==> src/csr_config.svh <==
////////////////////////////////////////////////////////////
// Build-time constants of the CSR block and the loop bank
// Loop count is fixed at 2; the loop decoder is built for it
// Loop j sits at HWLP_BASE + 4j (start, end, counter)
////////////////////////////////////////////////////////////

`ifndef CSR_CONFIG_SVH
`define CSR_CONFIG_SVH

// Number of hardware loops
`define HWLOOP_REGS        2

// Constant registers, read only space
`define CSR_ADDR_MCPUID    12'hF00
`define CSR_ADDR_MIMPID    12'hF01
`define CSR_ADDR_MHARTID   12'hF10

// Machine registers
`define CSR_ADDR_MSCRATCH  12'h340
`define CSR_ADDR_MEPC      12'h341

// First loop register
`define CSR_ADDR_HWLP_BASE 12'h7B0

// RV32I base ISA, anonymous implementation
`define CSR_MCPUID_VAL     32'h0000_0100
`define CSR_MIMPID_VAL     32'h0000_8000

`endif

==> src/csr_pkg.sv <==
////////////////////////////////////////////////////////////
// Types of the CSR access path
// One request per cycle, no handshake
////////////////////////////////////////////////////////////

package csr_pkg;

  // CSR address space
  typedef logic [11:0] csr_addr_t;

  // Register contents and program counters
  typedef logic [31:0] csr_data_t;

  // Core or cluster index
  typedef logic [4:0] hart_id_t;

  // Access operation, NONE means plain read
  typedef enum logic [1:0] {
    NONE  = 2'b00,
    WRITE = 2'b01,
    SET   = 2'b10,
    CLEAR = 2'b11
  } csr_op_e;

  // Single-cycle SRAM-like request, 46 bits
  typedef struct packed {
    csr_addr_t addr;
    csr_data_t wdata;
    csr_op_e   op;
  } csr_req_t;

endpackage

==> src/hwlp_pkg.sv <==
////////////////////////////////////////////////////////////
// Types of the hardware loop write path
// Needs csr_pkg compiled first for the data word
////////////////////////////////////////////////////////////

`include "csr_config.svh"

package hwlp_pkg;

  // Loop index width, at least one bit
  localparam int unsigned HWLP_ID_W = (`HWLOOP_REGS > 1) ? $clog2(`HWLOOP_REGS) : 1;

  typedef logic [HWLP_ID_W-1:0] hwlp_id_t;

  // Field within one loop, matches address offset bits [1:0]
  typedef enum logic [1:0] {
    START   = 2'd0,
    END     = 2'd1,
    COUNTER = 2'd2
  } hwlp_field_e;

  // Final value to store, already merged by the CSR file
  typedef struct packed {
    logic               valid;
    hwlp_id_t           id;
    hwlp_field_e        field;
    csr_pkg::csr_data_t data;
  } hwlp_wr_t;

endpackage

==> src/cs_registers.sv <==
////////////////////////////////////////////////////////////
// CSR file: constants, MSCRATCH, MEPC and loop access
// Reads are combinational, writes land on the next edge
// Unmapped reads give zero and raise the illegal flag
// Exception saves override CSR writes to MEPC
////////////////////////////////////////////////////////////

`include "csr_config.svh"

module cs_registers
(
  input  logic                                   clk,
  input  logic                                   rst_n,

  // Hart identity
  input  csr_pkg::hart_id_t                      core_id_i,
  input  csr_pkg::hart_id_t                      cluster_id_i,

  // Access port
  input  csr_pkg::csr_req_t                      csr_req_i,
  output csr_pkg::csr_data_t                     csr_rdata_o,
  output logic                                   csr_illegal_o,

  // Exception PC capture
  input  csr_pkg::csr_data_t                     curr_pc_if_i,
  input  csr_pkg::csr_data_t                     curr_pc_id_i,
  input  logic                                   save_pc_if_i,
  input  logic                                   save_pc_id_i,
  output csr_pkg::csr_data_t                     epcr_o,

  // Loop bank state and write port
  input  csr_pkg::csr_data_t [`HWLOOP_REGS-1:0]  hwlp_start_i,
  input  csr_pkg::csr_data_t [`HWLOOP_REGS-1:0]  hwlp_end_i,
  input  csr_pkg::csr_data_t [`HWLOOP_REGS-1:0]  hwlp_counter_i,
  output hwlp_pkg::hwlp_wr_t                     hwlp_wr_o
);

  // Three addresses per loop, fourth slot unused
  localparam int unsigned HWLP_SPAN = 4 * `HWLOOP_REGS;

  csr_pkg::csr_data_t    mscratch_q;
  csr_pkg::csr_data_t    mepc_q;

  logic                  is_constant;
  logic                  is_register;
  logic                  is_hwlp;
  logic                  is_readonly;
  logic                  illegal_addr;
  logic                  write_en;

  csr_pkg::csr_data_t    constant_rdata;
  csr_pkg::csr_data_t    register_rdata;
  csr_pkg::csr_data_t    hwlp_rdata;
  csr_pkg::csr_data_t    old_value;
  csr_pkg::csr_data_t    new_value;

  csr_pkg::csr_addr_t    hwlp_offset;
  hwlp_pkg::hwlp_id_t    hwlp_id;
  hwlp_pkg::hwlp_field_e hwlp_field;

  ////////////////////////////////////////////////////////////
  // Address decode
  ////////////////////////////////////////////////////////////

  // Top two bits set mark read-only space
  assign is_readonly = (csr_req_i.addr[11:10] == 2'b11);

  // Constants
  always_comb
  begin
    constant_rdata = '0;
    is_constant    = 1'b1;
    case (csr_req_i.addr)
      `CSR_ADDR_MCPUID:  constant_rdata = `CSR_MCPUID_VAL;
      `CSR_ADDR_MIMPID:  constant_rdata = `CSR_MIMPID_VAL;
      // Hart ID, cluster above core
      `CSR_ADDR_MHARTID: constant_rdata = {22'b0, cluster_id_i, core_id_i};
      default:           is_constant = 1'b0;
    endcase
  end

  // Machine registers
  always_comb
  begin
    register_rdata = '0;
    is_register    = 1'b1;
    case (csr_req_i.addr)
      `CSR_ADDR_MSCRATCH: register_rdata = mscratch_q;
      `CSR_ADDR_MEPC:     register_rdata = mepc_q;
      default:            is_register = 1'b0;
    endcase
  end

  // Loop window, offset bits [1:0] select the field
  assign hwlp_offset = csr_req_i.addr - `CSR_ADDR_HWLP_BASE;
  assign hwlp_id     = hwlp_pkg::hwlp_id_t'(hwlp_offset[11:2]);
  assign hwlp_field  = hwlp_pkg::hwlp_field_e'(hwlp_offset[1:0]);
  assign is_hwlp     = (csr_req_i.addr >= `CSR_ADDR_HWLP_BASE) &&
                       (hwlp_offset < csr_pkg::csr_addr_t'(HWLP_SPAN)) &&
                       (hwlp_offset[1:0] != 2'b11);

  always_comb
  begin
    case (hwlp_field)
      hwlp_pkg::START:   hwlp_rdata = hwlp_start_i[hwlp_id];
      hwlp_pkg::END:     hwlp_rdata = hwlp_end_i[hwlp_id];
      hwlp_pkg::COUNTER: hwlp_rdata = hwlp_counter_i[hwlp_id];
      default:           hwlp_rdata = '0;
    endcase
  end

  ////////////////////////////////////////////////////////////
  // Read mux and operation
  ////////////////////////////////////////////////////////////

  assign illegal_addr = !(is_constant || is_register || is_hwlp);

  // Zero when nothing matches
  always_comb
  begin
    if (is_constant)
      old_value = constant_rdata;
    else if (is_register)
      old_value = register_rdata;
    else if (is_hwlp)
      old_value = hwlp_rdata;
    else
      old_value = '0;
  end

  assign csr_rdata_o   = old_value;
  assign csr_illegal_o = illegal_addr;

  // Merge with the pre-edge contents
  always_comb
  begin
    case (csr_req_i.op)
      csr_pkg::WRITE: new_value = csr_req_i.wdata;
      csr_pkg::SET:   new_value = old_value | csr_req_i.wdata;
      csr_pkg::CLEAR: new_value = old_value & ~csr_req_i.wdata;
      default:        new_value = old_value;
    endcase
  end

  // Drop on NONE, read-only or unmapped
  assign write_en = (csr_req_i.op != csr_pkg::NONE) && !is_readonly && !illegal_addr;

  ////////////////////////////////////////////////////////////
  // Machine registers
  ////////////////////////////////////////////////////////////

  always_ff @(posedge clk or negedge rst_n)
  begin
    if (!rst_n)
    begin
      mscratch_q <= '0;
      mepc_q     <= '0;
    end
    else
    begin
      if (write_en && (csr_req_i.addr == `CSR_ADDR_MSCRATCH))
        mscratch_q <= new_value;

      // IF save first, then ID save, then CSR write
      if (save_pc_if_i)
        mepc_q <= curr_pc_if_i;
      else if (save_pc_id_i)
        mepc_q <= curr_pc_id_i;
      else if (write_en && (csr_req_i.addr == `CSR_ADDR_MEPC))
        mepc_q <= new_value;
    end
  end

  assign epcr_o = mepc_q;

  // Loop write goes out as a single-cycle pulse
  assign hwlp_wr_o.valid = write_en && is_hwlp;
  assign hwlp_wr_o.id    = hwlp_id;
  assign hwlp_wr_o.field = hwlp_field;
  assign hwlp_wr_o.data  = new_value;

endmodule

==> src/csr_subsystem.sv <==
////////////////////////////////////////////////////////////
// CSR file together with the hardware loop bank
// Loop state is exported for the fetch logic
////////////////////////////////////////////////////////////

`include "csr_config.svh"

module csr_subsystem
(
  input  logic                                   clk,
  input  logic                                   rst_n,
  input  csr_pkg::hart_id_t                      core_id_i,
  input  csr_pkg::hart_id_t                      cluster_id_i,
  input  csr_pkg::csr_req_t                      csr_req_i,
  output csr_pkg::csr_data_t                     csr_rdata_o,
  output logic                                   csr_illegal_o,
  input  csr_pkg::csr_data_t                     curr_pc_if_i,
  input  csr_pkg::csr_data_t                     curr_pc_id_i,
  input  logic                                   save_pc_if_i,
  input  logic                                   save_pc_id_i,
  output csr_pkg::csr_data_t                     epcr_o,
  input  logic [`HWLOOP_REGS-1:0]                hwlp_dec_i,
  output csr_pkg::csr_data_t [`HWLOOP_REGS-1:0]  hwlp_start_o,
  output csr_pkg::csr_data_t [`HWLOOP_REGS-1:0]  hwlp_end_o,
  output csr_pkg::csr_data_t [`HWLOOP_REGS-1:0]  hwlp_counter_o
);

  // Merged loop write, CSR file to bank
  hwlp_pkg::hwlp_wr_t hwlp_wr;

  cs_registers u_cs_registers (
    .clk            (clk),
    .rst_n          (rst_n),
    .core_id_i      (core_id_i),
    .cluster_id_i   (cluster_id_i),
    .csr_req_i      (csr_req_i),
    .csr_rdata_o    (csr_rdata_o),
    .csr_illegal_o  (csr_illegal_o),
    .curr_pc_if_i   (curr_pc_if_i),
    .curr_pc_id_i   (curr_pc_id_i),
    .save_pc_if_i   (save_pc_if_i),
    .save_pc_id_i   (save_pc_id_i),
    .epcr_o         (epcr_o),
    .hwlp_start_i   (hwlp_start_o),
    .hwlp_end_i     (hwlp_end_o),
    .hwlp_counter_i (hwlp_counter_o),
    .hwlp_wr_o      (hwlp_wr)
  );

  hwlp_regfile u_hwlp_regfile (
    .clk            (clk),
    .rst_n          (rst_n),
    .hwlp_wr_i      (hwlp_wr),
    .hwlp_dec_i     (hwlp_dec_i),
    .hwlp_start_o   (hwlp_start_o),
    .hwlp_end_o     (hwlp_end_o),
    .hwlp_counter_o (hwlp_counter_o)
  );

endmodule

==> src/hwlp_regfile.sv <==
////////////////////////////////////////////////////////////
// Hardware loop bank: start, end and counter per loop
// A CSR write to a counter beats its decrement
// A zero counter ignores the decrement pulse
////////////////////////////////////////////////////////////

`include "csr_config.svh"

module hwlp_regfile
(
  input  logic                                   clk,
  input  logic                                   rst_n,

  // Merged write from the CSR file
  input  hwlp_pkg::hwlp_wr_t                     hwlp_wr_i,

  // End of loop reached, one bit per loop
  input  logic [`HWLOOP_REGS-1:0]                hwlp_dec_i,

  output csr_pkg::csr_data_t [`HWLOOP_REGS-1:0]  hwlp_start_o,
  output csr_pkg::csr_data_t [`HWLOOP_REGS-1:0]  hwlp_end_o,
  output csr_pkg::csr_data_t [`HWLOOP_REGS-1:0]  hwlp_counter_o
);

  csr_pkg::csr_data_t [`HWLOOP_REGS-1:0] start_q;
  csr_pkg::csr_data_t [`HWLOOP_REGS-1:0] end_q;
  csr_pkg::csr_data_t [`HWLOOP_REGS-1:0] counter_q;

  // Per-loop write hit
  logic [`HWLOOP_REGS-1:0] loop_hit;

  always_comb
  begin
    for (int i = 0; i < `HWLOOP_REGS; i++)
    begin
      loop_hit[i] = hwlp_wr_i.valid && (hwlp_wr_i.id == hwlp_pkg::hwlp_id_t'(i));
    end
  end

  ////////////////////////////////////////////////////////////
  // Register update
  ////////////////////////////////////////////////////////////

  always_ff @(posedge clk or negedge rst_n)
  begin
    if (!rst_n)
    begin
      start_q   <= '0;
      end_q     <= '0;
      counter_q <= '0;
    end
    else
    begin
      for (int i = 0; i < `HWLOOP_REGS; i++)
      begin
        if (loop_hit[i] && (hwlp_wr_i.field == hwlp_pkg::START))
          start_q[i] <= hwlp_wr_i.data;

        if (loop_hit[i] && (hwlp_wr_i.field == hwlp_pkg::END))
          end_q[i] <= hwlp_wr_i.data;

        // Write first, otherwise count down
        if (loop_hit[i] && (hwlp_wr_i.field == hwlp_pkg::COUNTER))
          counter_q[i] <= hwlp_wr_i.data;
        else if (hwlp_dec_i[i] && (counter_q[i] != '0))
          counter_q[i] <= counter_q[i] - 32'd1;
      end
    end
  end

  assign hwlp_start_o   = start_q;
  assign hwlp_end_o     = end_q;
  assign hwlp_counter_o = counter_q;

endmodule
==> config.mk <==
export PLATFORM = sky130hd
export DESIGN_NAME = csr_subsystem
export DESIGN_NICKNAME = d
export VERILOG_FILES = /design/src/csr_pkg.sv /design/src/hwlp_pkg.sv /design/src/cs_registers.sv /design/src/csr_subsystem.sv /design/src/hwlp_regfile.sv
export VERILOG_INCLUDE_DIRS = /design/src
export SDC_FILE = /design/constraint.sdc
export NUM_CORES = 1
export LEC_CHECK = 0
export BUFFER_PORTS_ARGS = -buffer_cell sky130_fd_sc_hd__buf_4
export CAP_MARGIN = 20
export CORE_AREA = 2 2 231 233
export CTS_CLUSTER_DIAMETER = 50
export DETAILED_ROUTE_END_ITERATION = 7
export DIE_AREA = 0 0 233 235
export GPL_TIMING_DRIVEN = 0
export PLACE_DENSITY_LB_ADDON = 0.1
export SYNTH_ARGS = -nofsm -noshare
export SYNTH_HDL_FRONTEND = slang
export SYNTH_HIERARCHICAL = 1
export SYNTH_SLANG_ARGS = --single-unit
==> constraint.sdc <==
create_clock -name clk -period 4.75 [get_ports clk]
set_input_delay 0.475 -clock clk [delete_from_list [all_inputs] [get_ports clk]]
set_output_delay 0.475 -clock clk [all_outputs]
set_load 0.02 [all_outputs]
Yosys cells after proc, flatten, opt, wreduce, memory -nomap -nowiden
Cells that the tools add are included.
W data, S select, Z words.

word-level totals
  bits in registers = 256
  output and inout bits = 257
  input bits = 126

operators by class
  multiplexer cells = 22
  eq/ne operators = 12
  bitwise logic cells = 4
  reductions and logical operators = 30
  add/sub/neg operators = 3
  magnitude comparators = 3

operator list
  kind                      count
  $mux W32                  16
  $pmux W32 S3              2
  $pmux W32 S2              1
  $reduce_bool A32 Y1       2
  $sub A32 B1 Y32 const B   2
  $pmux W16 S3              1
  $eq A12 B12 Y1 const B    3
  $and A32 B32 Y32          1
  $not A32 Y32              1
  $or A32 B32 Y32           1
  $eq A12 B10 Y1 const B    2
  $logic_and A1 B1 Y1       17
  $ge A12 B11 Y1 const B    1
  $lt A12 B4 Y1 const B     1
  $sub A12 B11 Y12 const B  1
  $eq A2 B2 Y1 const B      4
  $reduce_bool A2 Y1        3
  $eq A2 B1 Y1 const B      2
  $reduce_bool A3 Y1        1
  $reduce_or A3 Y1          1
  $logic_not A1 Y1          2
  $logic_not A2 Y1          1
  $logic_or A1 B1 Y1        2
  $lt A1 B2 Y1 const B      1
  4 further kinds           5

Longest topological paths before layout
  depth in word-level cells = 12
  mapped depth = 12
  depth with buffers taken out = 8

Modules after synthesis
Netlist, hierarchy kept.

modules (own cells, without submodules)
  module        cells each  instances  seq. area each (sq um)  area each (sq um)
  hwlp_regfile  739         1          4804.6                  8798.4
  cs_registers  785         1          1601.5                  6712.7

Worst setup path after synthesis
No wires, ideal clock.

  path kind = in2reg
  start point = input port csr_req_i[35] in the netlist's numbering
  end point = register u_hwlp_regfile.end_q, in the netlist u_hwlp_regfile/hwlp_end_o[10]
  setup slack = 1.550 ns
  required time = 4.625 ns
  stages on the path = 10
  data arrival time = 3.075 ns
  setup time = 0.125 ns
  cells stage by stage = buf_2 -> buf_2 -> nand2_1 -> nand4_1 -> buf_2 -> a211oi_1 -> nand2b_1 -> nor3b_1 -> clkbuf_1 -> mux2_2

RTL lines
  element                          line                 source
  from (decl)                      csr_subsystem.sv:14  input csr_pkg::csr_req_t csr_req_i,
  to (signal, indexed assignment)  hwlp_regfile.sv:60   end_q[i] <= hwlp_wr_i.data;
  to (decl)                        hwlp_regfile.sv:26   csr_pkg::csr_data_t [`HWLOOP_REGS-1:0] end_q;

==> flow_summary.json <==
{
  "slew_headroom_pct": 23.3,
  "reg2reg_setup_slack_ns": 1.63,
  "die_h_um": 235,
  "drc": 0,
  "ir_drop_mv": 0.220,
  "timing.final.crit_share_pct": 93.8,
  "die_area_um2": 54800,
  "io_buffers": 377,
  "detail_route.wl_per_cell_um": 28.5,
  "fmax_mhz": 225,
  "slew_viol_final": 0,
  "viasPerCell": 5.50,
  "cts_tree": "yes",
  "powerDensity_nw_per_um2": 422,
  "hpwl_mm": 59.8,
  "initial_utilization_pct": 29.7,
  "maxCapViolations": 0,
  "hold_viol": 0,
  "htreeDepth": 2,
  "period_minus_slack_ns": 4.45,
  "syn_area_um2": 15500,
  "leakagePower_nw": 9.56,
  "p_int_mw": 5.41,
  "synth_edf_count": 0,
  "path_max_fanout": 10,
  "final_nets": 2079,
  "coreArea_um2": 52200,
  "crit_path_end_kind": "register",
  "rsz0062_at_grt": "no",
  "nFillCells": 5232,
  "ant_nets": 0,
  "seq_area_um2": 6410,
  "setup_viol": 0,
  "gp_congestion": 0.940,
  "synth-warning-count": 6,
  "pwr-share-clk_pct": 35.3,
  "fin_skew_ns": 0.0301,
  "reg2reg_to": "u_hwlp_regfile/hwlp_counter_o[27]$_DFFE_PN0P_",
  "p_switching_mw": 3.35,
  "p_comb_share_pct": 30.2,
  "clockBufferDepth": 3,
  "cts.clk_slew.worst_paths_ns": 0.05,
  "dieWidth_um": 233,
  "critPathLaunchType": "input pin",
  "reg2reg_from": "u_hwlp_regfile/hwlp_counter_o[8]$_DFFE_PN0P_",
  "boundaryPins": 383,
  "arrival_ns": 4.89,
  "hold-path-endpoint": "u_cs_registers/epcr_o[22]$_DFFE_PN0P_",
  "grt_pass1_wl_mm": 108,
  "ys_types": 86,
  "grt_use_total_pct": 27.1,
  "place_ws_ns": -0.444,
  "multi_input_area_um2": 8380,
  "sw_frac_of_total_pct": 38.2,
  "path_cells": "buf_4 > and3b_1 > clkbuf_1 > nand4_1 > buf_2 > a211oi_1 > nand2_1 > nor3_1 > clkbuf_1 > mux2_2",
  "grt_pass1_vias": 14800,
  "first_iter_violations": 1179,
  "ys_seq_area_share_pct": 41.3,
  "crit_top_cell": "clkbuf_1",
  "critical_path_class": "in2reg",
  "drt-total-wl_mm": 76.1,
  "area_delta_synth_final_pct": 33.6,
  "syn_nets": 1652,
  "final_layout_size_suffix_gt1_share_pct": 35.5,
  "insertedDiodeCount": 0,
  "grt_max_degree": 87,
  "clk_latency_ns": 0.57,
  "async_flop_share_pct": 100,
  "outcome": "finished, final reports clean",
  "num_rows": 84,
  "tns_ns": 0,
  "seq_power_share_pct": 34.5,
  "worst_slack_ns": 0.296,
  "ys.flop_type": "dfrtp_1",
  "cpPeakStageDelay_ns": 0.82,
  "firstDrtPassIters": 5,
  "fin_util_pct": 39.7,
  "tightest_slew_ns": 1.15,
  "hold_depth": 3,
  "reg2reg_depth": 8,
  "numCtsBuffers": 40,
  "cts_sinks": 256,
  "min_path_type": "in2reg",
  "via_count": 14700,
  "critPathSlowestCell": "clkbuf_1",
  "grt_overflow": 0,
  "min-delay-start": "curr_pc_if_i[22]",
  "synth-seq-cells": 256,
  "syn-instance-count": 1524,
  "cp.required_ns": 5.19,
  "avgSynthCellArea_um2": 10.2,
  "antenna_found_initial": 1,
  "cts_root_buffer": "clkbuf_16"
}
-- registers in the layout (all words and copies together) (netlist names) --
name                           flops
u_cs_registers/epcr_o             32
u_cs_registers/mscratch_q         32
u_hwlp_regfile/hwlp_counter_o     64
u_hwlp_regfile/hwlp_end_o         64
u_hwlp_regfile/hwlp_start_o       64
-- layout make-up --
cell class	count	share of cell area [%]
clock inverters	20	1.30
clock buffers	51	5.32
flip-flops and latches	256	30.9
well taps	688	4.15
repair buffers	385	14.3
inverters	32	0.580
multi-input cells	1118	40.4
plain buffers	118	3.01
-- Yosys cell counts (all sizes together) (14+ instances only) --
library cell	number	area, µm²
a21o	24	180
a21oi	99	495
a31oi	27	175
buf	36	260
clkbuf	81	349
dfrtp	256	6410
inv	32	120
mux2	150	1690
mux2i	81	811
mux4	24	541
nand2	116	435
nand2b	49	307
nand3	31	160
nand3b	31	233
nor2	77	289
nor3	19	100
nor4	14	133
o21ai	83	415
o22ai	25	181
o31ai	15	113
or3	25	161
or4	22	178
xnor2	33	289
-- cells by family after synthesis --
logic type               share of synthesized area, %
AND/OR/NAND/NOR                                  16.1
adder cells (fa/ha/maj)                         0.161
multiplexers                                     19.6
flip-flops                                       41.3
AO/OA/AOI/OAI                                    15.4
XOR/XNOR                                         2.60
buffers and inverters                            4.76
-- cells in the final DEF (no fill, tap or decap), types with 9 or more instances in the layout --
cell type	synthesis	final
a21oi_1	99	99
or4_1	16	16
inv_1	32	32
dfrtp_1	256	256
a31oi_1	26	26
o31ai_1	15	15
a21o_1	24	24
nor4_1	11	11
nand2b_1	49	49
clkbuf_16	1	41
or3_1	21	21
nand4b_1	9	9
mux2_2	149	149
nand3_1	30	30
xnor2_1	33	33
xor2_1	13	13
nand3b_1	31	31
buf_2	15	16
nor3_1	18	17
o22ai_1	21	21
mux4_2	24	24
nor2_1	77	77
buf_4	10	389
o211ai_1	10	10
o21ai_0	36	36
clkbuf_1	77	81
nand2_1	116	116
mux2i_1	81	81
a221oi_1	9	9
o21ai_1	47	47
-- how the worst max path moves through the flow --
stage                        from                                          end  cells after the start
detailed placement  csr_req_i[37]  u_hwlp_regfile/hwlp_start_o[24]$_DFFE_PN0P_                     10
floorplan           csr_req_i[35]    u_hwlp_regfile/hwlp_end_o[10]$_DFFE_PN0P_                     10
CTS                 csr_req_i[37]  u_hwlp_regfile/hwlp_start_o[21]$_DFFE_PN0P_                     10
finish              csr_req_i[37]  u_hwlp_regfile/hwlp_start_o[34]$_DFFE_PN0P_                     10
global placement    csr_req_i[37]  u_hwlp_regfile/hwlp_start_o[23]$_DFFE_PN0P_                     10
global route        csr_req_i[37]  u_hwlp_regfile/hwlp_start_o[33]$_DFFE_PN0P_                     10
-- worst max-delay path: cells and delay by family --
kind,cells,cell delay [ns]
compound gates,1,0.69
mux,1,0.42
buf+inv,4,1.64
simple gates,4,1.64
-- stage by stage --
stage          hold WS, ns  instance area, µm²  power (mW)  cells
4_1_cts              0.132               20700        8.77   2665
3_3_place_gp         0.463               19200        5.62   2589
2_1_floorplan        0.179               15500        4.32   1524
3_5_place_dp         0.400               19300        5.65   2593
6_report             0.159               20700        8.75   2668
5_1_grt              0.148               20700        9.13   2668
-- timing repair --
action,in CTS,in global routing
gates resized for setup,0,4
setup buffers,0,0
hold buffers,1,0
endpoints found under the hold margin,41,0
endpoints found under the setup margin,0,40
-- power groups by stage --
| stage | logic [mW] | registers [mW] | clock network (mW) |
|---|---|---|---|
| 2_1_floorplan | 1.26 | 3.06 | 0 |
| 3_3_place_gp | 2.57 | 3.05 | 0 |
| 3_5_place_dp | 2.59 | 3.05 | 0 |
| 4_1_cts | 2.61 | 3.02 | 3.15 |
| 5_1_grt | 2.83 | 3.06 | 3.24 |
| 6_report | 2.64 | 3.02 | 3.09 |
-- layer usage --
layer / share of wire [%] / GRT usage [%] / vias to the layer above
met3: 6.5 / 5.76 / 108
met4: 2.3 / 6.72 / 2
met1: 43 / 36.0 / 7494
met2: 48 / 44.7 / 568
li1: - / - / 6513
met5: 0.011 / 0 / -
Power figures use the tool's default switching activity.
